==> config.mk <==
export PLATFORM = sky130hd
export DESIGN_NAME = alu
export DESIGN_NICKNAME = d
export VERILOG_FILES = /design/src/verilog/cpuPkg.sv /design/src/verilog/alu.sv
export SDC_FILE = /design/constraint.sdc
export NUM_CORES = 1
export LEC_CHECK = 0
export BUFFER_PORTS_ARGS = -buffer_cell sky130_fd_sc_hd__buf_4
export CAP_MARGIN = 20
export CELL_PAD_IN_SITES_DETAIL_PLACEMENT = 1
export CELL_PAD_IN_SITES_GLOBAL_PLACEMENT = 2
export CORE_MARGIN = 10
export CORE_UTILIZATION = 32
export DETAILED_ROUTE_END_ITERATION = 12
export PLACE_DENSITY = 0.95
export SLEW_MARGIN = 40
export SYNTH_ARGS = -nofsm -noshare
export SYNTH_HDL_FRONTEND = slang
export SYNTH_SLANG_ARGS = --single-unit
==> constraint.sdc <==
create_clock -name vclk -period 3.4
set_input_delay 0.17 -clock vclk [all_inputs]
set_output_delay 0.17 -clock vclk [all_outputs]
set_load 0.005 [all_outputs]
==> src/verilog/cpuPkg.sv <==
package cpuPkg;

	localparam int dataWidth = 16;
	localparam int instrWidth = 32;
	localparam int pcWidth = 16;
	localparam int regAddrWidth = 5;
	localparam int numRegs = 32;
	localparam int memAddrWidth = 8;
	localparam int memBytes = 256;

	typedef enum logic [2:0] {
		aluAnd,
		aluOr,
		aluAdd,
		aluSub,
		aluNor,
		aluSlt
	} aluOp_t;

	typedef logic [5:0] opcode_t;
	typedef logic [5:0] funct_t;

	localparam opcode_t opRType = 6'b000000;
	localparam opcode_t opAddi = 6'b001000;
	localparam opcode_t opAndi = 6'b001100;
	localparam opcode_t opOri = 6'b001101;
	localparam opcode_t opSlti = 6'b001010;
	localparam opcode_t opBeq = 6'b000100;
	localparam opcode_t opJ = 6'b000010;
	localparam opcode_t opLh = 6'b100001;
	localparam opcode_t opSh = 6'b101001;

	localparam funct_t fnAdd = 6'b100000;
	localparam funct_t fnSub = 6'b100010;
	localparam funct_t fnAnd = 6'b100100;
	localparam funct_t fnOr = 6'b100101;
	localparam funct_t fnNor = 6'b100111;
	localparam funct_t fnSlt = 6'b101010;

	// instruction field positions
	localparam int opcodeHi = 31;
	localparam int opcodeLo = 26;
	localparam int rsHi = 25;
	localparam int rsLo = 21;
	localparam int rtHi = 20;
	localparam int rtLo = 16;
	localparam int rdHi = 15;
	localparam int rdLo = 11;
	localparam int functHi = 5;
	localparam int functLo = 0;
	localparam int immHi = 15;
	localparam int immLo = 0;
	localparam int jumpHi = 25;
	localparam int jumpLo = 0;

endpackage

==> src/verilog/alu.sv <==
module alu (
	input logic [cpuPkg::dataWidth-1:0] a,
	input logic [cpuPkg::dataWidth-1:0] b,
	input cpuPkg::aluOp_t op,
	output logic [cpuPkg::dataWidth-1:0] result,
	output logic zero
);

	always_comb begin
		case (op)
			cpuPkg::aluAnd: result = a & b;
			cpuPkg::aluOr: result = a | b;
			cpuPkg::aluAdd: result = a + b;
			cpuPkg::aluSub: result = a - b;
			cpuPkg::aluNor: result = ~(a | b);
			cpuPkg::aluSlt: begin
				result = '0;
				result[0] = $signed(a) < $signed(b); // signed compare
			end
			default: result = '0;
		endcase
	end

	assign zero = (result == '0);

endmodule

==> impl_metrics.toml <==
[worst_setup_path]
cp.arrival_ns = 3.00
worstPathMaxFanout = 3
startpoint = "a[1]"
cp_cell_sequence = "buf_4, inv_1, ha_1, buf_4, o21bai_1, a21oi_1, mux2_2, a2111o_1, nor4_4, o221ai_2, nor4_2, nand4b_1, a2111oi_2, buf_4"
critPathLaunchType = "input port"
timing_worst_setup_path_type = "input port to output port"
cp-end-kind = "output port"
crit_top_cell = "buf_4"
worstPathRequired_ns = 3.23
slowest_stage = "a2111o_1"
max_stage_delay_ns = 0.36

[placement]
gp_congestion = 0.925
io_buffers = 52
dp.cells = 523
dpl.hpwl_mm = 7.61
dp_slack_ns = -0.00225

[clock_network]
ctsHoldBuffers = 0

[synthesis]
synth_largest_area_cell = "ha_1"
synth_area_per_cell_um2 = 6.80
synth_seq_area_share_pct = 0
yosysTopAreaCellShare_pct = 25.1
yosys-top-cells-count = "ha_1 (51), inv_1 (50), nor2_1 (37)"
syn_inst = 374
ys_warn_count = 0
yosys-top-cells-area = "ha_1 (25%), inv_1 (7.4%), a21oi_1 (5.7%), nor2_1 (5.5%), nor3_1 (4.1%)"
synth_cell_types = 58
syn_area_mm2 = 0.00254
yosysMostFrequentCell = "ha_1"
synth_nets = 462

[hold_path]
hold_class = "input port to output port"
min_to = "result[14]"
hold_depth = 3
holdCritStartpoint = "op[1]"

[sta]
whs_ns = 0.908
fin_crit_ns = 3.17
setup_viol = 0
worst-slew-pin-transition_ns = 0.690
finalHoldViolations = 0
fmax_ghz = 0.315
worst_slack_ns = 0.229
min_period_over_period_pct = 93.3
rsz0062_at_grt = "false"
slew_violations = 0
relSlewSlack_pct = 53.9
tns_ns = 0

[finish]
fin_cells = 525
nClkBuffers = 0
layout-drive-gt1-share_pct = 21.3
syn_to_final_growth_pct = 24.8
fill_cells = 989
final_nets = 513
seq_area_um2 = 0
design.seq.count = 0
n_antenna_cell = 0
multi_input_area_mm2 = 0.00232
utilization_pct = 41.1

[floorplanning]
start_util_pct = 32.9
die_x_um = 109
dieHeight_um = 109
num_rows = 32
die_area_mm2 = 0.0119
core_mm2 = 0.00773
io_pins = 52

[route]
post-route-drc-count = 0
dr.pass1.iters = 4
vias = 2920
routed_via_density = 5.56
avgRoutedWirePerCell_um = 17.5
routed_wl_mm = 9.18
drt_iter0_markers = 177
ant_nets = 0

[pwr]
internal-power_uw = 234
vdd_drop_max_uv = 48.9
power_density_mw_per_mm2 = 165
p_sw_uw = 288
seqPwrFrac_pct = 0
share_comb_of_total_power_pct = 100.0
p_leak_nw = 1.53
swShare_pct = 55.2
p_clk_share_pct = 0

[global_routing]
antenna_found_initial = 0
grt_max_degree = 26
grt_pass1_wl_mm = 15.3
grt_overflow = 0
grt_pass1_vias = 3138
track_usage_pct = 14.9

[flow_run]
maxCapViolCount = 0

[run_status]
status = "complete, no violations"
critical path, delay by kind of cell:
kind,cells,cell delay [ns]
multiplexers,1,0.34
AO/OA/AOI/OAI,5,0.94
adder cells (fa/ha/maj),1,0.29
buffers and inverters,4,0.44
AND/OR/NAND/NOR,3,0.80
cell usage in the layout (no fill, tap or decap), drive strengths merged, types with 11 or more instances in the layout:
cell,instances
o211ai,13
nand2,11
o21ai,12
a21oi,29
inv,50
nor3,21
ha,51
nor2,38
buf,72
per-layer routing:
layer  vias up  global-route usage [%]  part of all wire, %  wire length [µm]
met5         -                       0                    0                 0
met4         0                    1.13                 0.63                58
met3         4                   0.885                  4.4               403
met2        58                    28.1                   50              4630
met1      1415                    18.8                   45              4090
li1       1443                       -                    -                 -
how the worst max path moves through the flow:
stage                 to  depth (start not counted)
finish              zero                         14
global route        zero                         13
CTS                 zero                         14
detailed placement  zero                         14
global placement    zero                         14
floorplan           zero                         12
kinds of logic after synthesis:
group | count (synthesis) | synth area share, %
and+or+nand+nor | 119 | 24.4
AOI/OAI and AO/OA | 114 | 32.2
buffers and inverters | 73 | 11.2
adders and majority gates | 53 | 26.7
xor gates and xnor gates | 8 | 2.75
muxes | 7 | 2.85
power by group through the flow:
stage               Clock (mW)  Combinational (mW)  Sequential (mW)
floorplan                    0               0.308                0
global placement             0               0.484                0
detailed placement           0               0.497                0
CTS                          0               0.500                0
global route                 0               0.576                0
finish                       0               0.523                0
through the flow:
stage / power (mW) / area, µm²
2_1_floorplan: 0.308 / 2540
3_3_place_gp: 0.484 / 3100
3_5_place_dp: 0.497 / 3100
4_1_cts: 0.500 / 3100
5_1_grt: 0.576 / 3180
6_report: 0.523 / 3180
area by class of cell:
class / count / share of cell area (%)
Tap cell: 102 / 4.02
Inverter: 50 / 5.91
Timing Repair Buffer: 72 / 17.0
Multi-Input combinational cell: 301 / 73.0
what timing repair did:
item / in CTS / in global routing
pin swaps: 0 / 9
buffers inserted: 0 / 2
gates resized for setup: 1 / 12
setup endpoints to repair: 1 / 1
gates cloned: 0 / 0
No activity file was read; power rests on OpenSTA's default activity.
