## config.mk

```make
export PLATFORM = sky130hd
export DESIGN_NAME = instrDecoder
export DESIGN_NICKNAME = d
export VERILOG_FILES = /design/src/verilog/cpuPkg.sv /design/src/verilog/instrDecoder.sv
export SDC_FILE = /design/constraint.sdc
export NUM_CORES = 1
export LEC_CHECK = 0
export BUFFER_PORTS_ARGS = -buffer_cell sky130_fd_sc_hd__buf_2
export CAP_MARGIN = 40
export CORE_AREA = 3 3 40 42
export DETAILED_ROUTE_END_ITERATION = 16
export DIE_AREA = 0 0 43 45
export GPL_TIMING_DRIVEN = 0
export SLEW_MARGIN = 10
export SYNTH_ARGS = -nofsm -noshare
export SYNTH_HDL_FRONTEND = slang
export SYNTH_SLANG_ARGS = --single-unit
```

## constraint.sdc

```tcl
create_clock -name vclk -period 1.04
set_input_delay 0.052 -clock vclk [all_inputs]
set_output_delay 0.052 -clock vclk [all_outputs]
set_load 0.02 [all_outputs]
```

## src/verilog/cpuPkg.sv

```systemverilog
package cpuPkg;

	localparam int dataWidth = 16;
	localparam int instrWidth = 32;
	localparam int pcWidth = 16;
	localparam int regAddrWidth = 5;
	localparam int numRegs = 32;
	localparam int memAddrWidth = 8;
	localparam int memBytes = 256;

	typedef enum logic [2:0] {
		aluAnd,
		aluOr,
		aluAdd,
		aluSub,
		aluNor,
		aluSlt
	} aluOp_t;

	typedef logic [5:0] opcode_t;
	typedef logic [5:0] funct_t;

	localparam opcode_t opRType = 6'b000000;
	localparam opcode_t opAddi = 6'b001000;
	localparam opcode_t opAndi = 6'b001100;
	localparam opcode_t opOri = 6'b001101;
	localparam opcode_t opSlti = 6'b001010;
	localparam opcode_t opBeq = 6'b000100;
	localparam opcode_t opJ = 6'b000010;
	localparam opcode_t opLh = 6'b100001;
	localparam opcode_t opSh = 6'b101001;

	localparam funct_t fnAdd = 6'b100000;
	localparam funct_t fnSub = 6'b100010;
	localparam funct_t fnAnd = 6'b100100;
	localparam funct_t fnOr = 6'b100101;
	localparam funct_t fnNor = 6'b100111;
	localparam funct_t fnSlt = 6'b101010;

	// instruction field positions
	localparam int opcodeHi = 31;
	localparam int opcodeLo = 26;
	localparam int rsHi = 25;
	localparam int rsLo = 21;
	localparam int rtHi = 20;
	localparam int rtLo = 16;
	localparam int rdHi = 15;
	localparam int rdLo = 11;
	localparam int functHi = 5;
	localparam int functLo = 0;
	localparam int immHi = 15;
	localparam int immLo = 0;
	localparam int jumpHi = 25;
	localparam int jumpLo = 0;

endpackage

```

## src/verilog/instrDecoder.sv

```systemverilog
module instrDecoder (
	input cpuPkg::opcode_t opcode,
	input cpuPkg::funct_t funct,
	output cpuPkg::aluOp_t aluOp,
	output logic useImm,
	output logic writeRd,
	output logic regWrite,
	output logic memRead,
	output logic memWrite,
	output logic branch,
	output logic jump
);

	always_comb begin
		aluOp = cpuPkg::aluAdd;
		useImm = 1'b0;
		writeRd = 1'b0;
		regWrite = 1'b0;
		memRead = 1'b0;
		memWrite = 1'b0;
		branch = 1'b0;
		jump = 1'b0;
		case (opcode)
			cpuPkg::opRType: begin
				writeRd = 1'b1;
				regWrite = 1'b1;
				case (funct)
					cpuPkg::fnAdd: aluOp = cpuPkg::aluAdd;
					cpuPkg::fnSub: aluOp = cpuPkg::aluSub;
					cpuPkg::fnAnd: aluOp = cpuPkg::aluAnd;
					cpuPkg::fnOr: aluOp = cpuPkg::aluOr;
					cpuPkg::fnNor: aluOp = cpuPkg::aluNor;
					cpuPkg::fnSlt: aluOp = cpuPkg::aluSlt;
					default: begin
						writeRd = 1'b0; // unknown funct, no-op
						regWrite = 1'b0;
					end
				endcase
			end
			cpuPkg::opAddi: begin
				useImm = 1'b1;
				regWrite = 1'b1;
			end
			cpuPkg::opAndi: begin
				aluOp = cpuPkg::aluAnd;
				useImm = 1'b1;
				regWrite = 1'b1;
			end
			cpuPkg::opOri: begin
				aluOp = cpuPkg::aluOr;
				useImm = 1'b1;
				regWrite = 1'b1;
			end
			cpuPkg::opSlti: begin
				aluOp = cpuPkg::aluSlt;
				useImm = 1'b1;
				regWrite = 1'b1;
			end
			cpuPkg::opBeq: begin
				aluOp = cpuPkg::aluSub; // zero flag gives equality
				branch = 1'b1;
			end
			cpuPkg::opJ: begin
				jump = 1'b1;
			end
			cpuPkg::opLh: begin
				useImm = 1'b1; // address is rs + imm
				regWrite = 1'b1;
				memRead = 1'b1;
			end
			cpuPkg::opSh: begin
				useImm = 1'b1;
				memWrite = 1'b1;
			end
			default: ;
		endcase
	end

endmodule

```

==> results.cfg <==
[timing]
max_freq_ghz = 0.947
finalHoldViolCount = 0
final-setup-viol-count = 1
rsz0062_at_grt = yes
min_period_ns = 1.06
fin_ws_ns = -0.0163
worst_slew_margin_rel_pct = 83.5
report.final.slew_viol_count = 0
transition_at_the_pin_with_the_smallest_max_transition_slack_ns = 0.248
fin_crit_sh_pct = 102
worst_hold_check_slack_ns = 0.469

[yosys]
area_contributors_post_synth = mux2i_1 6.2%, nand3b_4 6.2%, o22a_1 5.4%, nor2_1 4.6%, nor3b_1 4.6%
synth.cell_area_um2 = 324
synth_warnings = 0
yosys.area.top_type_share_pct = 6.18
ys_seq_area_share_pct = 0
syn-instance-count = 42
mappedNetlistNets = 54
post-synth-top-area-cell = mux2i_1
syn_avg_cell_area_um2 = 7.72
yosysUniqueCellTypes = 33

[die]
placeable_core_region_um2 = 1280
die-width_um = 43
start_util_pct = 25.2
die-height_um = 45
io_pins = 22
design.die.area_um2 = 1940
rows = 13

[detailed_routing]
routed_via_density = 5.19
routed_wire_length_um = 919
drt-wirelength-per-cell_um = 11.9
drt_first_iter_violations = 1
remaining_drc_errors = 0
num_vias = 400
drtPass1Iterations = 2
antenna_left = 0

[grt]
grt_use_met1_pct = 13.6
grt_pass1_wl_mm = 1.64
grt_max_degree = 11
grt_util_met2_pct = 18.6
track_usage_pct = 10.0
globalRouteOverflowTotal = 0
first_global_vias = 402
antenna_found_initial = 0
grt_use_met3_pct = 0.797
globalRoute.busiestLayer = met2

[cells_and_area]
multiInputGateArea_um2 = 359
antenna-diode-count = 0
sequential_cell_total = 0
design.final.nets = 76
ratio_of_cells_with_drive_above_1_in_the_final_layout_pct = 58.1
num-fill-cells = 145
ff_latch_area_um2 = 0
area_growth_syn_to_layout_pct = 73.0
clkbuf_count = 0

[setup_path]
critical_path_depth = 5
worst_setup_path_start_kind = input pin
startpoint = funct[2]
critical-path-top-delay-family = simple AND/OR/NAND/NOR gates
worstPathMaxFanout = 4
timing.critical_path.cells = buf_8 -> or3b_4 -> a211oi_2 -> o211a_1 -> buf_6
required_ns = 0.99
critical_path_class = input pin to output port
arrival_ns = 1.00
timing.critical_path.to = aluOp[2]
critical_path.n_buffers_inverters = 2
cp_slowest_cell = or3b_4
worst_setup_path_end_kind = output port
max_stage_delay_ns = 0.38

[place]
detailed_place_hpwl_um = 723
pre_cts_ws_ns = -0.213
finalWeightedCongestion = 0.755
port_buffers = 19

[run_status]
violations = setup timing
status = finished with violations

[power_and_ir_drop]
irDropWorstVdd_uv = 141
leakage_uw = 0.000257
cellPowerDensity_nw_per_um2 = 308

[hold_path]
hold_class = input pin to output port

[cts]
holdBufCountCts = 0

[job]
max-cap-violations = 0
-- area by class of cell --
class / instances / share of cell area (%)
Multi-Input combinational cell: 39 / 64.1
Tap cell: 15 / 3.35
Timing Repair Buffer: 20 / 28.8
Buffer: 3 / 3.79
-- what timing repair did --
action / in CTS / in global routing
setup buffers: 1 / 0
setup endpoints to repair: 5 / 6
pin swaps: 3 / 6
resized for setup: 13 / 16
-- synth_stat cells (2+ instances only) --
master / number
o22a_1: 2
nor3b_1: 2
nor2_1: 4
mux2i_1: 2
nor2b_1: 2
buf_2: 2
and2_1: 2
-- logic make-up after synthesis --
logic type             Yosys count  share of synthesized area (%)
AND/OR/NAND/NOR                 25                           59.1
AO/OA/AOI/OAI                   11                           27.0
multiplexers                     3                           9.65
buffers and inverters            3                           4.25
-- through the flow --
step	cells	setup TNS [ns]	area (um^2)	total power [uW]	util [%]
after floorplan	42	0	350	87.7	-
after global routing	77	-0.133	561	190	43.6
after CTS	77	-0.0235	522	161	40.6
after detailed placement	76	-0.573	464	140	36.1
after global placement	76	-0.600	464	139	36.1
final	77	-0.0163	561	173	43.6
-- report_power, final --
| group | total, uW | internal [uW] | switching [uW] |
|---|---|---|---|
| registers | 0 | 0 | 0 |
| clock network | 0 | 0 | 0 |
| logic | 173 | 88.8 | 83.8 |
-- worst min path at each step --
stage	endpoint	slack, ns	startpoint	cells after the start
6_report	memWrite	0.47	opcode[4]	3
5_1_grt	memWrite	0.49	opcode[4]	3
4_1_cts	writeRd	0.50	funct[0]	4
3_5_place_dp	jump	0.51	opcode[1]	3
3_3_place_gp	jump	0.51	opcode[1]	3
2_1_floorplan	memWrite	0.15	opcode[4]	1
-- cell usage in the layout (no fill, tap or decap), types with 2 or more instances in the layout --
cell type and count:
nor2_1 3, and2_1 2, mux2i_1 2, o22a_1 2, nor2b_1 2, buf_2 7
buf_4 8, buf_6 6
-- layer usage --
layer,up-vias,wire length (um)
li1,205,-
met1,179,390
met2,16,436
met3,0,92
met4,0,0
met5,-,0
No activity file was read; power rests on OpenSTA's default activity.
