$ cat src/verilog/cpuPkg.sv
package cpuPkg;

	localparam int dataWidth = 16;
	localparam int instrWidth = 32;
	localparam int pcWidth = 16;
	localparam int regAddrWidth = 5;
	localparam int numRegs = 32;
	localparam int memAddrWidth = 8;
	localparam int memBytes = 256;

	typedef enum logic [2:0] {
		aluAnd,
		aluOr,
		aluAdd,
		aluSub,
		aluNor,
		aluSlt
	} aluOp_t;

	typedef logic [5:0] opcode_t;
	typedef logic [5:0] funct_t;

	localparam opcode_t opRType = 6'b000000;
	localparam opcode_t opAddi = 6'b001000;
	localparam opcode_t opAndi = 6'b001100;
	localparam opcode_t opOri = 6'b001101;
	localparam opcode_t opSlti = 6'b001010;
	localparam opcode_t opBeq = 6'b000100;
	localparam opcode_t opJ = 6'b000010;
	localparam opcode_t opLh = 6'b100001;
	localparam opcode_t opSh = 6'b101001;

	localparam funct_t fnAdd = 6'b100000;
	localparam funct_t fnSub = 6'b100010;
	localparam funct_t fnAnd = 6'b100100;
	localparam funct_t fnOr = 6'b100101;
	localparam funct_t fnNor = 6'b100111;
	localparam funct_t fnSlt = 6'b101010;

	// instruction field positions
	localparam int opcodeHi = 31;
	localparam int opcodeLo = 26;
	localparam int rsHi = 25;
	localparam int rsLo = 21;
	localparam int rtHi = 20;
	localparam int rtLo = 16;
	localparam int rdHi = 15;
	localparam int rdLo = 11;
	localparam int functHi = 5;
	localparam int functLo = 0;
	localparam int immHi = 15;
	localparam int immLo = 0;
	localparam int jumpHi = 25;
	localparam int jumpLo = 0;

endpackage

$ cat src/verilog/registerFile.sv
module registerFile (
	input logic clk,
	input logic reset,
	input logic [cpuPkg::regAddrWidth-1:0] rs,
	input logic [cpuPkg::regAddrWidth-1:0] rt,
	input logic [cpuPkg::regAddrWidth-1:0] rd,
	input logic writeEnable,
	input logic [cpuPkg::dataWidth-1:0] writeData,
	output logic [cpuPkg::dataWidth-1:0] rsData,
	output logic [cpuPkg::dataWidth-1:0] rtData
);

	logic [cpuPkg::dataWidth-1:0] regs [cpuPkg::numRegs];

	always_ff @(posedge clk) begin
		if (reset) begin
			for (int i = 0; i < cpuPkg::numRegs; i++) begin
				regs[i] <= '0;
			end
		end else if (writeEnable && rd != '0) begin // r0 stays zero
			regs[rd] <= writeData;
		end
	end

	assign rsData = regs[rs];
	assign rtData = regs[rt];

endmodule
$ cat config.mk
export PLATFORM = sky130hd
export DESIGN_NAME = registerFile
export DESIGN_NICKNAME = d
export VERILOG_FILES = /design/src/verilog/cpuPkg.sv /design/src/verilog/registerFile.sv
export SDC_FILE = /design/constraint.sdc
export NUM_CORES = 1
export LEC_CHECK = 0
export BUFFER_PORTS_ARGS = -buffer_cell sky130_fd_sc_hd__buf_2
export CORE_ASPECT_RATIO = 2
export CORE_UTILIZATION = 45
export CTS_CLUSTER_DIAMETER = 120
export DETAILED_ROUTE_END_ITERATION = 16
export SYNTH_ARGS = -nofsm -noshare
export SYNTH_HDL_FRONTEND = slang
export SYNTH_SLANG_ARGS = --single-unit
export TNS_END_PERCENT = 1
$ cat constraint.sdc
create_clock -name clk -period 2.8 [get_ports clk]
set_clock_uncertainty 0.05 [all_clocks]
set_input_delay 0.42 -clock clk [delete_from_list [all_inputs] [get_ports clk]]
set_output_delay 0.42 -clock clk [all_outputs]
set_load 0.1 [all_outputs]
==> flow_metrics.tcl, run 1 <==
set metrics [dict create \
    routedWlPerCell_um 30.89 \
    htreeDepth 2 \
    drive_gt1_share_pct 18.60 \
    fin_crit_sh_pct 100.3 \
    setup_viol 1 \
    relSlewSlack_pct 40.83 \
    fin_ws_ps -7.609 \
    syn_to_final_growth_pct 15.55 \
    synthCells 2309 \
    post-route-util_pct 52.49 \
    reg_top3 "regs x512" \
    grt_pass1_vias 20250 \
    clock_sinks 512 \
    numCtsBuffers 47 \
    synthTopCellsByArea "edfxtp_1 54%, mux2i_1 18%, and2_1 11%" \
    yosysUniqueCellTypes 34 \
    antenna_found_initial 6 \
    critPathKind "reg2out" \
    die_area_mm2 0.06445 \
    maxCapViolCount 0 \
    drt-vias-per-instance 6.055 \
    ys.flop_type "edfxtp_1" \
    worst_setup_path_end_kind "primary output" \
    syn_area_mm2 0.02852 \
    min_path_type "in2reg" \
    min-delay-start "reset" \
    final_nets 2461 \
    largest_reg_flops 512 \
    report.final.slew_viol_count 0 \
    yosysWarningCount 0 \
    core_area_mm2 0.06279 \
    rsz0062_at_grt "true" \
    ctsLongestPathBuffers 3 \
    p_per_area_mw_per_mm2 578.3 \
    status "finished with violations" \
    yosys.area.top_type_share_pct 53.91 \
    gp_congestion 0.9205 \
    grt_max_degree 49 \
    gr-total-overflow 0 \
    ys_seq_elements 512 \
    worst_ir_drop_vdd_v 0.0005045 \
    hold_ws_ps 494.4 \
    cts_tree "yes" \
    port_buffers 65 \
    die_h_um 358.0 \
    worstMarginPinSlew_ps 887.5 \
    dp_slack_ps -59.46 \
    first_pass_iters 6 \
    regMostFlops "regs" \
    start_util_pct 45.42 \
    drt_iter0_drc 1664 \
    cp.required_ps 2330 \
    finalHoldViolations 0 \
    ant_nets 0 \
    vias 19720 \
    rows 130 \
    async_flop_share_pct 0 \
    num_io_pins 66 \
    yosysSeqAreaShare_pct 53.91 \
    cp_max_fo 2 \
    die_x_um 180.0 \
    drc 0 \
    finalCriticalPeriod_ps 2808 \
    wl_um 100600 \
    timing.fmax_ghz 0.3562 \
    post_dp_cell_area_mm2 0.03120 \
    grt_pass1_wl_um 142400 \
    yosys.area.top_type "edfxtp_1" \
    finish.instance_area_mm2 0.03295 \
    crit_start "regs[1][4]$_SDFFCE_PN0P_" \
    hpwlAfterDp_um 72390 \
    violations "negative setup slack" \
    root_buffer "clkbuf_16" \
    power.leakage_uw 0.01298 \
    start_kind "register" \
    syn_avg_cell_area_um2 12.35 \
    grtUsageTotal_pct 31.08 \
    setup_tns_ps -7.609 \
    path_clk_slew_ps 80 \
    synth_edf_count 512 \
    min_path_cells 2 \
    cp.arrival_ps 2340 \
]
-- layout make-up --
cell class	count	area [µm²]
Antenna cell	2	5.005
Clock buffer	55	1249
Clock inverter	29	269.0
Fill cell	5360	29830
Multi-Input combinational cell	1596	12260
Sequential cell	512	15370
Tap cell	792	991.0
Timing Repair Buffer	270	2806
-- worst max-delay path, cell delays in order, from the launching register on --
cell	delay (ps)
edfxtp_1	400
mux2i_1	170
a22o_1	200
nor3_1	110
a31oi_1	370
nand3_2	240
buf_12	240
-- metrics by stage --
stage               std cells  power, µW
global route             3254      19490
floorplan                2324      11070
global placement         3170      12500
detailed placement       3170      12550
finish                   3256      19060
CTS                      3254      19040
-- final timing paths --
path / slack (ps) / endpoint
worst min-delay path: 490 / regs[0][9]$_SDFFCE_PN0P_
worst max-delay path: -8 / rsData[4]
-- what timing repair did --
item,4_1_cts,5_1_grt
gates resized for setup,21,24
hold buffers,0,0
endpoints found under the setup margin,14,23
hold endpoints to repair,0,0
pin swaps,0,5
buffers inserted,0,0
-- cell usage after synthesis (2+ instances only) --
cell type,instances
nor3_1,32
nand2b_1,5
nor2_1,6
a22oi_1,128
clkbuf_1,83
and2_1,494
nand3b_1,3
clkbuf_4,3
a21oi_1,64
edfxtp_1,512
or2_2,33
nor2b_1,4
buf_6,20
mux2i_1,512
clkbuf_2,23
a31oi_1,32
a22o_1,64
nor2_4,25
buf_1,2
and2_2,4
buf_2,43
buf_4,42
nor2_2,4
or3b_4,2
nand3_1,65
nand2_1,65
nand4_1,32
-- layer usage --
layer	GRT usage, %	routed length [µm]	vias up
li1	-	-	8744
met1	31.05	33690	9989
met2	58.92	54030	724
met3	4.072	4969	256
met4	22.63	7885	2
met5	0	12	-
-- cells by family (layout without fill, tap and decap cells) --
group,Yosys count,in the layout,synth area share (%)
multiplexers,512,512,17.97
other,1,18,0.01315
buffers and inverters,216,354,4.251
AND/OR/NAND/NOR,780,780,16.70
AO/OA/AOI/OAI,288,288,7.160
flip-flops,512,512,53.91
-- power breakdown --
| part | total, µW | internal, µW | leakage (µW) | switching (µW) |
|---|---|---|---|---|
| Sequential | 9100 | 8860 | 0.00487 | 246 |
| Combinational | 3380 | 1190 | 0.00738 | 2200 |
| Clock | 6570 | 3580 | 0.000731 | 2990 |
| Total | 19100 | 13600 | 0.0130 | 5440 |
-- placed cells by master (no fill, tap or decap), types with 15 or more instances in the layout --
| cell type | synthesis | layout |
|---|---|---|
| a31oi_1 | 32 | 24 |
| a22oi_1 | 128 | 127 |
| clkbuf_16 | 0 | 49 |
| nor3_1 | 32 | 26 |
| nand3_2 | 0 | 15 |
| nand2_1 | 65 | 65 |
| buf_4 | 42 | 169 |
| edfxtp_1 | 512 | 512 |
| or2_2 | 33 | 33 |
| nor2_4 | 25 | 27 |
| a21oi_1 | 64 | 64 |
| nand3_1 | 65 | 50 |
| nand4_1 | 32 | 32 |
| a22o_1 | 64 | 64 |
| buf_2 | 43 | 31 |
| conb_1 | 1 | 16 |
| buf_12 | 0 | 67 |
| and2_1 | 494 | 492 |
| mux2i_1 | 512 | 503 |
Power figures use the tool's default switching activity.
==> run 2, diff against run 1 <==
--- a/config.mk
+++ b/config.mk
@@ -6,10 +6,13 @@
 export NUM_CORES = 1
 export LEC_CHECK = 0
 export BUFFER_PORTS_ARGS = -buffer_cell sky130_fd_sc_hd__buf_2
+export CELL_PAD_IN_SITES_DETAIL_PLACEMENT = 0
+export CELL_PAD_IN_SITES_GLOBAL_PLACEMENT = 2
 export CORE_ASPECT_RATIO = 2
 export CORE_UTILIZATION = 45
 export CTS_CLUSTER_DIAMETER = 120
 export DETAILED_ROUTE_END_ITERATION = 16
+export PLACE_DENSITY_LB_ADDON = 0.1
 export SYNTH_ARGS = -nofsm -noshare
 export SYNTH_HDL_FRONTEND = slang
 export SYNTH_SLANG_ARGS = --single-unit
==> run 2 against run 1 <==
Compared with the run above: the flow now finishes without violations; maximum frequency is 2.7% higher; cell area decreased by 2.7%; sequential power about the same; setup slack better by 74 ps; sequential share of layout area rose by 1.3 points; combinational power decreased by 12%; cell count decreased by 2.2%; clock-buffer cell count rose by 4; core utilization is 1.4 points lower; die area stayed put; critical path type is now in2out; critical endpoint is now rtData[9].
==> flow_metrics.tcl, run 2 (synthesis gave the netlist of run 1 again) <==
set metrics [dict create \
    status "completed" \
    drt_iter0_drc 1143 \
    first_pass_iters 7 \
    antenna_found_initial 3 \
    p_seq_share_pct 49.6 \
    cts_tree "yes" \
    maxCapViolCount 0 \
    regMostFlops "regs" \
    die_x_um 180.0 \
    power_frac_comb_pct 16.3 \
    vias 18690 \
    internal_power_uw 13280 \
    grt_max_degree 45 \
    dp_slack_ps 95.47 \
    fin_ws_ps 66.36 \
    htreeDepth 2 \
    root_buffer "clkbuf_16" \
    finalCriticalPeriod_ps 2734 \
    critPathKind "in2out" \
    drive_gt1_share_pct 14.16 \
    numCtsBuffers 48 \
    wl_um 87820 \
    core_area_mm2 0.06279 \
    power_uw 18330 \
    hpwlAfterDp_um 63230 \
    fin_crit_sh_pct 97.63 \
    relSlewSlack_pct 53.73 \
    die_h_um 358.0 \
    worst_ir_drop_vdd_v 0.0005691 \
    cp.arrival_ps 2260 \
    die_area_mm2 0.06445 \
    final_cell_mix "512 x mux2i_1, 512 x edfxtp_1, 492 x and2_1" \
    report.final.slew_viol_count 0 \
    grt_pass1_vias 19810 \
    syn_to_final_growth_pct 12.39 \
    rows 130 \
    p_clk_share_pct 34.1 \
    timing.fmax_ghz 0.3658 \
    largest_reg_flops 512 \
    crit_path_frequent_cell "buf_12" \
    crit_chain "buf_8 > buf_12 > buf_12 > mux2i_1 > a22oi_1 > nand4_1 > nand3_1 > buf_12" \
    worst_setup_path_end_kind "primary output" \
    min_path_type "in2reg" \
    post-cts-setup-buffers 0 \
    ctsLongestPathBuffers 3 \
    clock_sinks 512 \
    gp_congestion 0.8800 \
    p_switching_uw 5055 \
    hold_buffers 0 \
    power.leakage_uw 0.01253 \
    final_nets 2387 \
    grtUsageTotal_pct 27.33 \
    port_buffers 65 \
    reg_top3 "regs x512" \
    start_util_pct 45.42 \
    drt-vias-per-instance 5.872 \
    cp_max_fo 30 \
    gr-total-overflow 0 \
    num_io_pins 66 \
    p_per_area_mw_per_mm2 571.9 \
    start_kind "input port" \
    rsz0062_at_grt "false" \
    finalHoldViolations 0 \
    grt_pass1_wl_um 127900 \
    max_stage_delay_ps 280 \
    ant_nets 0 \
    routedWlPerCell_um 27.59 \
    critPathSlowestCell "nand3_1" \
    cp_top_family "buffers and inverters" \
    path_clk_slew_ps 70 \
    cp.required_ps 2330 \
    worstMarginPinSlew_ps 694.0 \
    setup_viol 0 \
    setup_tns_ps 0 \
    drc 0 \
    p_sw_share_pct 27.57 \
    cp.buffers_inverters 4 \
]
## run 2: changes by cell type in the layout (fill, tap and decap cells not counted), moves of 3 or more
cell / previous run / this run
a31oi_4: 3 / 0
nand3_2: 15 / 1
buf_12: 67 / 64
clkbuf_1: 6 / 10
nor3_2: 5 / 0
mux2i_2: 9 / 0
a31oi_2: 5 / 2
nor3_1: 26 / 32
clkinv_1: 8 / 13
buf_4: 169 / 97
a31oi_1: 24 / 30
clkinvlp_4: 5 / 2
nand3_1: 50 / 64
mux2i_1: 503 / 512
## run 2: layout make-up
cell class / instances / area [µm²]
Fill cell: 5481 / 30730
Sequential cell: 512 / 15370
Multi-Input combinational cell: 1596 / 12050
Timing Repair Buffer: 195 / 2202
Clock buffer: 59 / 1264
Tap cell: 792 / 991.0
Clock inverter: 25 / 163.9
Antenna cell: 4 / 10.01
## run 2: power by group through the flow
| stage | sequential [µW] | combinational [µW] | clock (µW) |
|---|---|---|---|
| global route | 9130 | 3140 | 6580 |
| detailed placement | 9250 | 2990 | 0 |
| CTS | 9080 | 3000 | 6330 |
| floorplan | 9160 | 1910 | 0 |
| global placement | 9220 | 2970 | 0 |
| finish | 9090 | 2990 | 6250 |
## run 2: repair_timing
item / 4_1_cts / 5_1_grt
hold endpoints to repair: 0 / 0
gates resized for setup: 0 / 4
endpoints found under the setup margin: 0 / 3
## run 2: path summary, 6_finish.rpt
kind	slack (ps)	end	cells past startpoint	startpoint
setup / recovery	70	rtData[9]	8	rt[1]
hold / removal	400	regs[27][14]$_SDFFCE_PN0P_	2	writeData[14]
## run 2: per-layer routing
layer | wire length (µm) | track usage [%] | vias to the layer above | share of wire (%)
met5 | 0 | 0 | - | 0
met4 | 3742 | 12.68 | 0 | 4.3
met3 | 2675 | 2.346 | 197 | 3.0
met2 | 49340 | 54.03 | 478 | 56
met1 | 32060 | 29.04 | 9407 | 37
li1 | - | - | 8609 | -
## run 2: metrics by stage
| step | cell area (µm²) | utilization (%) | std cells | hold slack (ps) |
|---|---|---|---|---|
| 6_report | 32050 | 51.05 | 3183 | 399.5 |
| 5_1_grt | 32050 | 51.05 | 3181 | 421.2 |
| 4_1_cts | 32020 | 51.01 | 3179 | 378.9 |
| 3_5_place_dp | 30600 | 48.73 | 3095 | 1006 |
| 3_3_place_gp | 30600 | 48.73 | 3095 | 990.1 |
| 2_1_floorplan | 28580 | - | 2324 | 568.2 |
==> run 3, diff against run 2 <==
==> constraint.sdc (replaced) <==
create_clock -name clk -period 3.3 [get_ports clk]
set_clock_uncertainty 0.05 [all_clocks]
set_input_delay 0.495 -clock clk [delete_from_list [all_inputs] [get_ports clk]]
set_output_delay 0.495 -clock clk [all_outputs]
set_load 0.1 [all_outputs]
==> run 3 against run 2 <==
Compared with the run above: first-iteration DRC count up 24%; highest routed layer unchanged; clock-buffer cell count unchanged; sequential cell count unchanged; sequential share of layout area up 0.13 points; largest power group unchanged.
==> flow_metrics.tcl, run 3 (synthesis gave the netlist of run 1 again) <==
set metrics [dict create \
    core_area_mm2 0.06279 \
    cp_max_fo 11 \
    setup_tns_ps 0 \
    fin_crit_sh_pct 93.67 \
    grt_max_degree 65 \
    start_kind "input port" \
    grt_pass1_wl_um 132100 \
    power.leakage_uw 0.01245 \
    regMostFlops "regs" \
    fillers 5477 \
    cts_tree "yes" \
    grt_pass1_vias 19760 \
    cp.arrival_ps 2550 \
    die_area_mm2 0.06445 \
    crit_chain "buf_2 > nand2b_1 > buf_4 > a21oi_1 > a31oi_1 > nand3_1 > buf_12" \
    reg_top3 "regs x512" \
    max_stage_delay_ps 680 \
    status "completed" \
    drt_iter0_drc 1415 \
    final_nets 2353 \
    num_io_pins 66 \
    timing.fmax_ghz 0.3235 \
    htreeDepth 2 \
    syn_to_final_growth_pct 12.10 \
    worst_setup_path_end_kind "primary output" \
    hold_ws_ps 463.1 \
    crit_start "rt[3]" \
    finalHoldViolations 0 \
    hold_buffers 0 \
    vias 18910 \
    post-cts-setup-buffers 0 \
    start_util_pct 45.42 \
    hpwlAfterDp_um 61890 \
    p_per_area_mw_per_mm2 506.5 \
    drc 0 \
    die_h_um 358.0 \
    setup_viol 0 \
    numCtsBuffers 49 \
    worst_ir_drop_vdd_v 0.0004032 \
    port_buffers 65 \
    rows 130 \
    rsz0062_at_grt "false" \
    report.final.slew_viol_count 0 \
    crit_cells 7 \
    first_pass_iters 5 \
    dp_slack_ps 247.9 \
    fin_ws_ps 209.0 \
    final_cell_mix "512 x mux2i_1, 512 x edfxtp_1, 492 x and2_1" \
    clock_sinks 512 \
    largest_reg_flops 512 \
    antenna_found_initial 3 \
    wl_um 91800 \
    critPathKind "in2out" \
    cp_top_family "simple AND/OR/NAND/NOR gates" \
    relSlewSlack_pct 42.47 \
    path_clk_slew_ps 60 \
    crit_end "rtData[9]" \
    worstMarginPinSlew_ps 862.9 \
    cp.required_ps 2750 \
    grtUsageTotal_pct 28.53 \
    drive_gt1_share_pct 13.18 \
    ant_nets 0 \
    routedWlPerCell_um 29.07 \
    min_path_type "in2reg" \
    regArea_mm2 0.01537 \
    critPathSlowestCell "nand2b_1" \
    ctsLongestPathBuffers 3 \
    multi_input_area_mm2 0.01203 \
    gp_congestion 0.8414 \
    min-delay-start "writeData[6]" \
    die_x_um 180.0 \
    root_buffer "clkbuf_16" \
    maxCapViolCount 0 \
    gr-total-overflow 0 \
    drt-vias-per-instance 5.989 \
    cts_resized 0 \
    cp.buffers_inverters 3 \
    finalCriticalPeriod_ps 3091 \
]
## run 3: routing by layer
layer / GRT usage, % / part of all wire (%) / routed length [µm]
met5: 0 / 0 / 0
met4: 12.84 / 4.2 / 3824
met3: 2.295 / 3.3 / 3014
met2: 55.77 / 56 / 50960
met1: 31.10 / 37 / 34010
## run 3: cell type report
type	count	share of cell area [%]
timing repair buffer	160	5.941
multi-input combinational	1596	37.63
clock buffer	59	4.086
sequential	512	48.09
tap	792	3.100
clock inverter	33	1.104
antenna	6	0.04696
## run 3: worst min-delay path by stage
stage	to	slack [ps]	cells after the start
2_1_floorplan	regs[11][0]$_SDFFCE_PN0P_	640	1
3_3_place_gp	regs[2][4]$_SDFFCE_PN0P_	1070	2
4_1_cts	regs[31][4]$_SDFFCE_PN0P_	430	2
6_report	regs[27][6]$_SDFFCE_PN0P_	460	2
3_5_place_dp	regs[2][4]$_SDFFCE_PN0P_	1080	2
5_1_grt	regs[31][6]$_SDFFCE_PN0P_	490	2
## run 3: report_power, final
group          internal (µW)  total (µW)  switching (µW)  leakage (µW)
logic                    856        2530            1670       0.00678
registers               7510        7710             195       0.00487
clock network           3380        5960            2580      0.000795
## run 3: stage by stage
stage | instance area, µm² | std cells | utilization [%] | power, µW
2_1_floorplan | 28580 | 2324 | - | 9389
3_3_place_gp | 30300 | 3060 | 48.25 | 10340
3_5_place_dp | 30300 | 3060 | 48.25 | 10370
4_1_cts | 31960 | 3152 | 50.90 | 16270
5_1_grt | 31960 | 3155 | 50.91 | 16630
6_report | 31970 | 3158 | 50.92 | 16190
