## config.mk

```make
export PLATFORM = sky130hd
export DESIGN_NAME = fetchUnit
export DESIGN_NICKNAME = d
export VERILOG_FILES = /design/src/verilog/cpuPkg.sv /design/src/verilog/fetchUnit.sv
export SDC_FILE = /design/constraint.sdc
export NUM_CORES = 1
export LEC_CHECK = 0
export ABC_AREA = 1
export BUFFER_PORTS_ARGS = -buffer_cell sky130_fd_sc_hd__clkbuf_2
export CORE_ASPECT_RATIO = 0.7
export CORE_MARGIN = 5
export CORE_UTILIZATION = 51
export DETAILED_ROUTE_END_ITERATION = 10
export HOLD_SLACK_MARGIN = 0.15
export PLACE_DENSITY = 0.81
export SYNTH_ARGS = -nofsm -noshare
export SYNTH_HDL_FRONTEND = slang
export SYNTH_SLANG_ARGS = --single-unit
```

## constraint.sdc

```tcl
create_clock -name clk -period 3.5 [get_ports clk]
set_input_delay 0.175 -clock clk [delete_from_list [all_inputs] [get_ports clk]]
set_output_delay 0.175 -clock clk [all_outputs]
set_load 0.02 [all_outputs]
```

## src/verilog/cpuPkg.sv

```systemverilog
package cpuPkg;

	localparam int dataWidth = 16;
	localparam int instrWidth = 32;
	localparam int pcWidth = 16;
	localparam int regAddrWidth = 5;
	localparam int numRegs = 32;
	localparam int memAddrWidth = 8;
	localparam int memBytes = 256;

	typedef enum logic [2:0] {
		aluAnd,
		aluOr,
		aluAdd,
		aluSub,
		aluNor,
		aluSlt
	} aluOp_t;

	typedef logic [5:0] opcode_t;
	typedef logic [5:0] funct_t;

	localparam opcode_t opRType = 6'b000000;
	localparam opcode_t opAddi = 6'b001000;
	localparam opcode_t opAndi = 6'b001100;
	localparam opcode_t opOri = 6'b001101;
	localparam opcode_t opSlti = 6'b001010;
	localparam opcode_t opBeq = 6'b000100;
	localparam opcode_t opJ = 6'b000010;
	localparam opcode_t opLh = 6'b100001;
	localparam opcode_t opSh = 6'b101001;

	localparam funct_t fnAdd = 6'b100000;
	localparam funct_t fnSub = 6'b100010;
	localparam funct_t fnAnd = 6'b100100;
	localparam funct_t fnOr = 6'b100101;
	localparam funct_t fnNor = 6'b100111;
	localparam funct_t fnSlt = 6'b101010;

	// instruction field positions
	localparam int opcodeHi = 31;
	localparam int opcodeLo = 26;
	localparam int rsHi = 25;
	localparam int rsLo = 21;
	localparam int rtHi = 20;
	localparam int rtLo = 16;
	localparam int rdHi = 15;
	localparam int rdLo = 11;
	localparam int functHi = 5;
	localparam int functLo = 0;
	localparam int immHi = 15;
	localparam int immLo = 0;
	localparam int jumpHi = 25;
	localparam int jumpLo = 0;

endpackage

```

## src/verilog/fetchUnit.sv

```systemverilog
module fetchUnit (
	input logic clk,
	input logic reset,
	input logic instrValid,
	output logic instrReady,
	output logic [cpuPkg::pcWidth-1:0] pc,
	output logic accept,
	input logic branchTaken,
	input logic jump,
	input logic [cpuPkg::dataWidth-1:0] branchOffset,
	input logic [cpuPkg::jumpHi-cpuPkg::jumpLo:0] jumpIndex
);

	logic [cpuPkg::pcWidth-1:0] pcPlus4;
	logic [cpuPkg::pcWidth-1:0] offsetBytes;
	logic [cpuPkg::pcWidth-1:0] jumpTarget;
	logic [cpuPkg::pcWidth-1:0] nextPc;

	assign accept = instrValid & instrReady;

	assign pcPlus4 = pc + cpuPkg::pcWidth'(4);
	assign offsetBytes = cpuPkg::pcWidth'($signed(branchOffset)) << 2; // word offset
	assign jumpTarget = cpuPkg::pcWidth'({jumpIndex, 2'b00});

	always_comb begin
		if (jump) begin
			nextPc = jumpTarget;
		end else if (branchTaken) begin
			nextPc = pcPlus4 + offsetBytes;
		end else begin
			nextPc = pcPlus4;
		end
	end

	always_ff @(posedge clk) begin
		if (reset) begin
			instrReady <= 1'b0;
			pc <= '0;
		end else begin
			instrReady <= 1'b1; // never stalls once out of reset
			if (accept) begin
				pc <= nextPc;
			end
		end
	end

endmodule

```

==> results of run 1 <==
-- state kept, by name, indices dropped and copies added (netlist names) --
| signal | flops |
|---|---|
| instrReady | 1 |
| pc | 14 |
-- through the flow --
step,util,instance area (um2),std cells
6_report,0.606,2130,391
5_1_grt,0.606,2130,391
4_1_cts,0.606,2130,391
3_5_place_dp,0.593,2080,387
3_3_place_gp,0.593,2080,387
2_1_floorplan,-,1870,299
-- cells in the mapped netlist (2+ instances only) --
library cell,count,area share
buf_4,2,0.0081
inv_2,2,0.0040
nand3_2,2,0.011
ha_1,19,0.13
and2_1,2,0.0067
nand3_1,22,0.059
a21oi_1,29,0.078
o211ai_1,7,0.028
dfxtp_1,15,0.16
nor2_1,27,0.054
nor2_2,5,0.017
nand2_1,80,0.16
nand4_1,3,0.010
buf_6,3,0.018
a21oi_2,2,0.0094
xnor2_1,5,0.023
xor2_1,6,0.028
o21ai_0,12,0.032
a21o_1,2,0.0081
clkbuf_1,2,0.0040
clkinv_1,2,0.0040
inv_1,31,0.062
-- final cells by class --
class / count / area [um2]
Sequential cell: 15 / 300
Tap cell: 50 / 62.6
Timing Repair Buffer: 48 / 240
Multi-Input combinational cell: 239 / 1350
Fill cell: 355 / 1390
Inverter: 35 / 131
Clock buffer: 4 / 45.0
-- critical path: cells and delay by family (launching register included) --
kind	cells	cell delay, ns
AO/OA/AOI/OAI	1	0.06
buffers and inverters	1	0.05
flip-flops	1	0.48
adder cells (fa/ha/maj)	2	0.57
AND/OR/NAND/NOR	14	1.50
-- where the power goes --
part | switching (mW) | leakage [nW] | internal, mW
sequential | 0.0167 | 0.123 | 0.181
clock | 0.0555 | 0.0228 | 0.0805
combinational | 0.134 | 0.991 | 0.0893
-- cell families (layout without fill, tap and decap cells) --
logic type      count (synthesis)  in the layout  synth area share
buf+inv                        45             87             0.117
fa+ha+maj                      20             20             0.138
compound gates                 57             57             0.176
other cells                     1              2           0.00201
xor+xnor                       12             12            0.0604
simple gates                  148            148             0.345
flops                          15             15             0.161
-- per-layer routing --
layer | wire, um | global-route usage | vias to the layer above
met5 | 0 | 0 | -
met4 | 0 | 0.00711 | 0
met2 | 2120 | 0.331 | 53
met3 | 296 | 0.0504 | 0
li1 | - | - | 1054
met1 | 2210 | 0.275 | 895
-- how the worst max path moves through the flow --
stage / startpoint / to / slack, ns
finish: pc[2]$_SDFFE_PP0P_ / pc[15]$_SDFFE_PP0P_ / 0.71
global route: pc[2]$_SDFFE_PP0P_ / pc[15]$_SDFFE_PP0P_ / 0.29
CTS: pc[2]$_SDFFE_PP0P_ / pc[15]$_SDFFE_PP0P_ / 0.70
detailed placement: pc[2]$_SDFFE_PP0P_ / pc[15]$_SDFFE_PP0P_ / 0.71
global placement: pc[2]$_SDFFE_PP0P_ / pc[15]$_SDFFE_PP0P_ / 0.74
floorplan: pc[2]$_SDFFE_PP0P_ / pc[15]$_SDFFE_PP0P_ / 0.88
==> results.md, run 1 <==
- Critical R2R Capture: pc[15]$_SDFFE_PP0P_
- First-pass detailed-route iteration total: 4
- Post CTS Setup Buffer Count: 0
- Reg2reg setup slack: 0.71 ns
- Global route overflow: 0
- Fin Hold WS: 0.219 ns
- Critical path peak fanout: 8
- Syn Inst Count: 298
- Clock tree buffer depth: 2
- Predominant post-synthesis flop cell: dfxtp_1
- CP max stage cell: dfxtp_1
- Initial antenna violation count: 0
- Die Area: roughly 5000 um2
- Total track usage: 0.199
- Setup crit end kind: flip-flop
- Ys Warns: 0
- Drt wl/cell: around 12 um
- WP data arrival: 2.92 ns
- Num ports: 65
- TritonCTS buffer count: 3
- Final setup TNS: 0 ns
- Clock slew at reported path FFs: about 0.060 ns
- # diodes: 0
- Worst Path Required: roughly 3.6 ns
- Avg Cell Area, Syn: approximately 6.3 um2
- Cell breakdown of the critical path: ha_1 > nand2_1 > nor2_2 > nand4_1 > or2_0 > and2_1 > ha_1 > nand2_1 > nor2_1 > inv_1 > nor2_1 > nand2_1 > nand3_1 > nand3_1 > nand2_1 > nand3_1 > nand2_1 > a21oi_1
- Area growth syn-to-layout: 14.2%
- Crit start category: flip-flop
- Place WS: approximately 0.71 ns
- Die height: approximately 60 um
- Max Freq: 358 MHz
- CTS H-tree lvls: 1
- Post-synth EDFFs: 0
- Drc violations: 0
- Worst-margin pin slew: about 0.7 ns
- P per Cell Area: approximately 260 nW/um2
- Routed Antenna Nets: 0
- Vias post-DR: about 2000
- RSZ-0062 raised after global routing: no
- Hold Path Sink: pc[5]$_SDFFE_PP0P_
- RR Startpoint: pc[2]$_SDFFE_PP0P_
- Clk sinks: 15
- Worst Hold Path Cells: 3
- Clk_skew: about 0.0032 ns
- Status: finished clean
- Post-CTS Resized: 0
- Fin. Hold Viols: 0
- Largest net degree at the start of global routing: 22
- Final Setup Violations: 0
- Leak: between 1 and 1.5 nW
- Vias in the first global route: ~1800
- Critical path class: reg2reg
- DP Wirelength: about 3.8 mm
- 1st-iter DRT viols: 86
- Final net count: 409
- Pins Over Slew Limit: 0
- Period utilisation layout: 0.798
- Row Count: 18
- CP dominant cell by count: nand2_1
- Clk_lat worst skew: 0.24 ns
- Async set-reset flop share out of synthesis: 0
- Core ar.: approximately 3500 um2
- Seq cells post-synth: 15
- Vias per cell: between 5 and 6
- Synth cell types: 40
- Initial Utilization: 0.531
- IR drop worst, VDD: between 200 and 250 uV
- Port buffer count: 48
- Hold Path Origin: jumpIndex[3]
- First-pass GRT wire length: 7.78 mm
- Root buffer cell: clkbuf_8
- Min Tclk post-route: roughly 2.8 ns
- Most common library cell in the layout ignoring fill and taps: nand2_1
- Synth Cell Area: roughly 1900 um2
- CTS tree: yes
- Total power: 0.558 mW
- Worst hold path type: in2reg
- Post-Route WL: roughly 4.6 mm
- Critical Path Max Stage Delay: ~0.48 ns
- Max_cap viols: 0
- Routability Congestion: 0.828
- Reg2Reg Depth: 18
- Final WS setup: 0.709 ns
- CTS Hold Buffers Added: 0
- Relative slew slack: 0.519
- Most frequent cells in the layout: 80 x nand2_1, 48 x clkbuf_2, 31 x inv_1, 29 x a21oi_1, 27 x nor2_1
- Fraction of layout instances using a drive strength above 1: 0.199
- Die Span X: 82.3 um
- Seq/Total Area, Yosys: 0.161
(Power assumes the default switching activity.)
==> inputs of run 2 (changes only) <==
- clock period: 3.5 -> 2.93 ns (I/O delays scaled with it)
==> results.md, run 2 (synthesis results as in run 1) <==
- Status: finished clean
- Row Count: 18 (unchanged)
- Critical R2R Capture: pc[15]$_SDFFE_PP0P_
- Crit start category: flip-flop
- Reg2Reg Depth: 18 (unchanged)
- Fin Hold WS: 0.180 ns (-0.0396 ns)
- 1st-iter DRT viols: 121 (+41%)
- TritonCTS buffer count: 3 (unchanged)
- RSZ-0062 raised after global routing: no
- Clock tree buffer depth: 2 (unchanged)
- Max_cap viols: 0 (unchanged)
- Largest reg by FF count: pc
- Initial Utilization: 0.531 (unchanged)
- Worst Path Required: 3.06 ns (-0.57 ns)
- Final Setup Violations: 0 (unchanged)
- CP dominant cell by count: nand2_1
- Fraction of layout instances using a drive strength above 1: 0.219 (+0.0196)
- Placed cell count: 393 (+1.6%)
- Worst Hold Path Cells: 3 (unchanged)
- Worst-margin pin slew: 0.707 ns (-0.0126 ns)
- Cell breakdown of the critical path: buf_4 > ha_1 > nand2_2 > nor2_4 > nand3_2 > nor2_2 > xor2_2 > ha_1 > a21oi_1 > nand2_1 > a21oi_1 > nand2_1 > nand2_1 > nand3_1 > nand2_1 > nand3_1 > nand2_1 > a21oi_1
- Post-Route WL: 4.70 mm (+1.5%)
- Post CTS Setup Buffer Count: 0 (unchanged)
- Num ports: 65 (unchanged)
- Pins Over Slew Limit: 0 (unchanged)
- Total power: 0.683 mW (+22%)
- Vias per cell: 5.04 (-1.7%)
- # diodes: 0 (unchanged)
- Critical path peak fanout: 7 (-1)
- Final setup TNS: 0 ns (unchanged)
- WP data arrival: 2.75 ns (-0.17 ns)
- Critical path class: reg2reg
- Drt wl/cell: 11.8 um (about the same)
- Setup crit end kind: flip-flop
- Die height: 60.6 um (unchanged)
- CTS Hold Buffers Added: 0 (unchanged)
- Post-CTS Resized: 0 (unchanged)
- Max Freq: 382 MHz (+6.6%)
- Relative slew slack: 0.528 (+0.00842)
- Most frequent cells in the layout: 80 x nand2_1, 48 x clkbuf_2, 31 x inv_1, 29 x a21oi_1, 27 x nor2_1
- Global route overflow: 0 (unchanged)
- Die Area: 4980 um2 (unchanged)
- Leak: 1.17 nW (+2.7%)
- Hold Path Sink: pc[2]$_SDFFE_PP0P_
- Die Span X: 82.3 um (unchanged)
- P per Cell Area: 312 nW/um2 (+19%)
- CP max stage cell: dfxtp_1
- Clk_skew: 0.00555 ns (+0.00234 ns)
- Period utilisation layout: 0.894 (+0.0965)
- Area growth syn-to-layout: 17.3%
- Port buffer count: 48 (unchanged)
- Reg2reg setup slack: 0.31 ns (-0.40 ns)
- Drc violations: 0 (unchanged)
- Clock slew at reported path FFs: 0.06 ns (about the same)
- Routability Congestion: 0.862 (+4.2%)
- Fin. Hold Viols: 0 (unchanged)
- Min Tclk post-route: 2.62 ns (-0.172 ns)
- Critical Path Max Stage Delay: 0.33 ns (-0.15 ns)
- Post-Layout Cell Count: 397 (+1.5%)
- First-pass detailed-route iteration total: 7 (+3)
- First-pass GRT wire length: 7.49 mm (-3.8%)
- Root buffer cell: clkbuf_8
- Max reg flops: 14 (unchanged)
- Final net count: 415 (+1.5%)
- Total track usage: 0.196 (-0.00289)
- Largest net degree at the start of global routing: 22 (unchanged)
- Core ar.: 3510 um2 (unchanged)
- Initial antenna violation count: 0 (unchanged)
- CTS H-tree lvls: 1 (unchanged)
- Worst hold path type: in2reg
- Layout fillers: 355 (unchanged)
- Clk sinks: 15 (unchanged)
- CTS tree: yes
- IR drop worst, VDD: 256 uV (+3.6%)
- Most common library cell in the layout ignoring fill and taps: nand2_1
- Vias post-DR: 1999 (-0.15%)
- Largest regs: pc: 14 flops, instrReady: 1 flops
- RR Startpoint: pc[2]$_SDFFE_PP0P_
- Vias in the first global route: 1741 (-3.4%)
- DP Wirelength: 3.81 mm (-0.62%)
- Routed Antenna Nets: 0 (unchanged)
- Clk_lat worst skew: 0.25 ns (about the same)
- Hold Path Origin: jumpIndex[0]
run 2: where the power goes:
| part | switching (mW) | internal [mW] | total (mW) | leakage [nW] |
|---|---|---|---|---|
| Combinational | 0.169 | 0.115 | 0.284 | 1.02 |
| Clock | 0.0724 | 0.0965 | 0.169 | 0.0228 |
| Sequential | 0.0136 | 0.217 | 0.231 | 0.124 |
run 2: how the worst max path moves through the flow:
stage | end | slack, ns | from | cells past startpoint
floorplan | pc[15]$_SDFFE_PP0P_ | 0.31 | pc[2]$_SDFFE_PP0P_ | 18
global placement | pc[15]$_SDFFE_PP0P_ | 0.31 | pc[3]$_SDFFE_PP0P_ | 18
detailed placement | pc[15]$_SDFFE_PP0P_ | 0.26 | pc[3]$_SDFFE_PP0P_ | 18
CTS | pc[15]$_SDFFE_PP0P_ | 0.25 | pc[3]$_SDFFE_PP0P_ | 18
global route | pc[15]$_SDFFE_PP0P_ | 0.02 | pc[4]$_SDFFE_PP0P_ | 19
finish | pc[15]$_SDFFE_PP0P_ | 0.31 | pc[2]$_SDFFE_PP0P_ | 18
run 2: worst max-delay path, delay by kind of cell, from the launching register on:
kind,cells,cell delay (ns)
AOI/OAI and AO/OA,3,0.41
buffers and inverters,1,0.15
DFF,1,0.33
and+or+nand+nor,11,0.97
adders and majority gates,2,0.49
xor gates and xnor gates,1,0.17
run 2: cell type report:
type | instances | area (um2) | area share
multi-input combinational | 239 | 1360 | 0.622
sequential | 15 | 302 | 0.138
timing repair buffer | 54 | 285 | 0.130
inverter | 35 | 131 | 0.0601
tap | 50 | 62.6 | 0.0286
clock buffer | 4 | 45.0 | 0.0206
run 2: metrics by stage:
step                utilization  instance area (um2)  setup slack (ns)
global placement          0.606                 2130             0.315
detailed placement        0.606                 2130             0.256
finish                    0.623                 2190             0.310
global route              0.623                 2190            0.0175
CTS                       0.619                 2170             0.252
floorplan                     -                 1870             0.308
run 2: routing by layer:
layer | track usage | vias to the layer above | routed length, um
li1 | - | 1068 | -
met1 | 0.264 | 888 | 2290
met2 | 0.323 | 39 | 2100
met3 | 0.0401 | 4 | 261
met4 | 0.0498 | 0 | 39
met5 | 0 | - | 0
==> inputs of run 3 (changes only) <==
- clock period: 2.93 -> 3 ns (I/O delays scaled with it)
==> results.md, run 3 (synthesis results as in run 1) <==
- Fin. Hold Viols: 0 (unchanged)
- Metal-1 WL: 2.19 mm (-4.7%)
- 1st-iter DRT viols: 80 (-34%)
- Num ports: 65 (unchanged)
- Psw: 0.245 mW (-4.1%)
- Top Metal Used: met4
- Vias per cell: 5.18 (+2.8%)
- CTS Hold Buffers Added: 0 (unchanged)
- Post-Route WL: 4.79 mm (+1.9%)
- Drc violations: 0 (unchanged)
- Setup crit end kind: flip-flop
- Routed length on met2: 2.22 mm (+5.5%)
- Max reg flops: 14 (unchanged)
- Root buffer cell: clkbuf_8
- Critical path peak fanout: 7 (unchanged)
- Total track usage: 0.205 (+0.00854)
- Post CTS Setup Buffer Count: 0 (unchanged)
- Die Span X: 82.3 um (unchanged)
- Final Setup Violations: 0 (unchanged)
- Critical Path Start: pc[2]$_SDFFE_PP0P_
- IR drop worst, VDD: 287 uV (+12%)
- Initial Utilization: 0.531 (unchanged)
- Final setup TNS: 0 ns (unchanged)
- Crit start category: flip-flop
- Most common library cell in the layout ignoring fill and taps: nand2_1
- Clk_lat worst skew: 0.25 ns (about the same)
- Die height: 60.6 um (unchanged)
- Routed Antenna Nets: 0 (unchanged)
- Min Tclk post-route: 2.65 ns (+0.0343 ns)
- Max Freq: 377 MHz (-1.3%)
- Most frequent cells in the layout: 80 x nand2_1, 48 x clkbuf_2, 31 x inv_1, 29 x a21oi_1, 26 x nor2_1
- DP Wirelength: 3.88 mm (+2.0%)
- RSZ-0062 raised after global routing: no
- Total power: 0.660 mW (-3.4%)
- CTS H-tree lvls: 1 (unchanged)
- Status: finished clean
- First-pass detailed-route iteration total: 4 (-3)
- Sw Ratio: 0.371 (-0.00273)
- Max_cap viols: 0 (unchanged)
- Vias in the first global route: 1846 (+6.0%)
- P per Cell Area: 304 nW/um2 (-2.8%)
- Clk sinks: 15 (unchanged)
- Hold Path Origin: jumpIndex[0]
- Vias post-DR: 2040 (+2.1%)
- Clock slew at reported path FFs: 0.06 ns (about the same)
- Critical path class: reg2reg
- First-pass GRT wire length: 7.83 mm (+4.6%)
- Die Area: 4980 um2 (unchanged)
- TritonCTS buffer count: 3 (unchanged)
- CTS tree: yes
- RR Startpoint: pc[2]$_SDFFE_PP0P_
- Met3 wire length: 330 um (+26%)
- Place WS: 0.216 ns (-0.0401 ns)
- Drt wl/cell: 12.2 um (+2.7%)
- Clock tree buffer depth: 2 (unchanged)
- Worst hold path type: in2reg
- Pins Over Slew Limit: 0 (unchanged)
- Int Pwr: 0.415 mW (-3.0%)
- Period utilisation layout: 0.885 (-0.00944)
- Core ar.: 3510 um2 (unchanged)
- Largest net degree at the start of global routing: 22 (unchanged)
- Port buffer count: 48 (unchanged)
- Clk_skew: 0.000502 ns (-0.00505 ns)
- Leak: 1.15 nW (-1.3%)
- WP data arrival: 2.79 ns (+0.04 ns)
- Global route overflow: 0 (unchanged)
- Initial antenna violation count: 0 (unchanged)
- Worst-margin pin slew: 0.731 ns (+0.0243 ns)
- Final WS setup: 0.346 ns (+0.0357 ns)
- Worst Path Required: 3.13 ns (+0.07 ns)
- Largest regs: pc: 14 flops, instrReady: 1 flops
- Relative slew slack: 0.511 (-0.0162)
- Final net count: 412 (-0.72%)
- Row Count: 18 (unchanged)
- Largest reg by FF count: pc
- Sequential share of power: 0.345 (+0.008)
- Clk pwr share: 0.243 (-0.004)
- # diodes: 0 (unchanged)
- Fraction of layout instances using a drive strength above 1: 0.218 (-0.000997)
- Area growth syn-to-layout: 16.6%
- Routability Congestion: 0.847 (-1.8%)
- Post-CTS Resized: 0 (unchanged)
- Combinational Power Share: 0.412 (-0.003)
[run 3: cell count changes in the layout (fill, tap and decap cells not counted)]
cell | before | now
buf_4 | 6 | 3
dfxtp_1 | 14 | 13
dfxtp_2 | 1 | 2
nor2_1 | 27 | 26
nor2_4 | 1 | 2
[run 3: area by class of cell]
type / count / area (um2)
clock buffers: 4 / 45.0
repair buffers: 51 / 263
flip-flops and latches: 15 / 303
fillers: 371 / 1340
inverters: 35 / 131
multi-input cells: 239 / 1370
well taps: 50 / 62.6
[run 3: worst max-delay path: stages (launching register included)]
cell	delay (ns)
dfxtp_1	0.33
buf_4	0.15
ha_1	0.20
nand2_2	0.08
nor2_4	0.14
nand3_2	0.11
nor2_2	0.14
xor2_2	0.18
ha_1	0.29
nand2_1	0.12
inv_1	0.05
nand2_1	0.06
nand2_1	0.04
a21oi_1	0.16
nand2_1	0.07
nand2_1	0.07
nand3_1	0.06
nand2_1	0.08
nand3_1	0.06
nand2_1	0.09
a21oi_1	0.05
[run 3: worst paths after layout]
path                              end  slack (ns)  cells past startpoint
hold reg to reg   pc[15]$_SDFFE_PP0P_        0.51                      2
setup / recovery  pc[15]$_SDFFE_PP0P_        0.35                     20
hold / removal     pc[2]$_SDFFE_PP0P_        0.19                      3
setup reg to reg  pc[15]$_SDFFE_PP0P_        0.35                     20
[run 3: power groups by stage]
stage	clock [mW]	combinational [mW]	sequential, mW
floorplan	0	0.182	0.246
global placement	0	0.261	0.231
detailed placement	0	0.268	0.231
CTS	0.165	0.269	0.227
global route	0.174	0.307	0.230
finish	0.161	0.272	0.228
[run 3: per-stage QoR]
step	instances	instance area [um2]	utilization	hold WS (ns)
final	394	2170	0.619	0.195
after global routing	394	2170	0.619	0.199
after CTS	394	2150	0.612	0.188
after detailed placement	390	2110	0.599	0.444
after global placement	390	2110	0.599	0.436
after floorplan	299	1870	-	0.329
[run 3: metal layers]
metal,vias to the layer above,track usage
met5,-,0
met3,6,0.0430
li1,1061,-
met4,0,0.0474
met1,909,0.266
met2,64,0.349
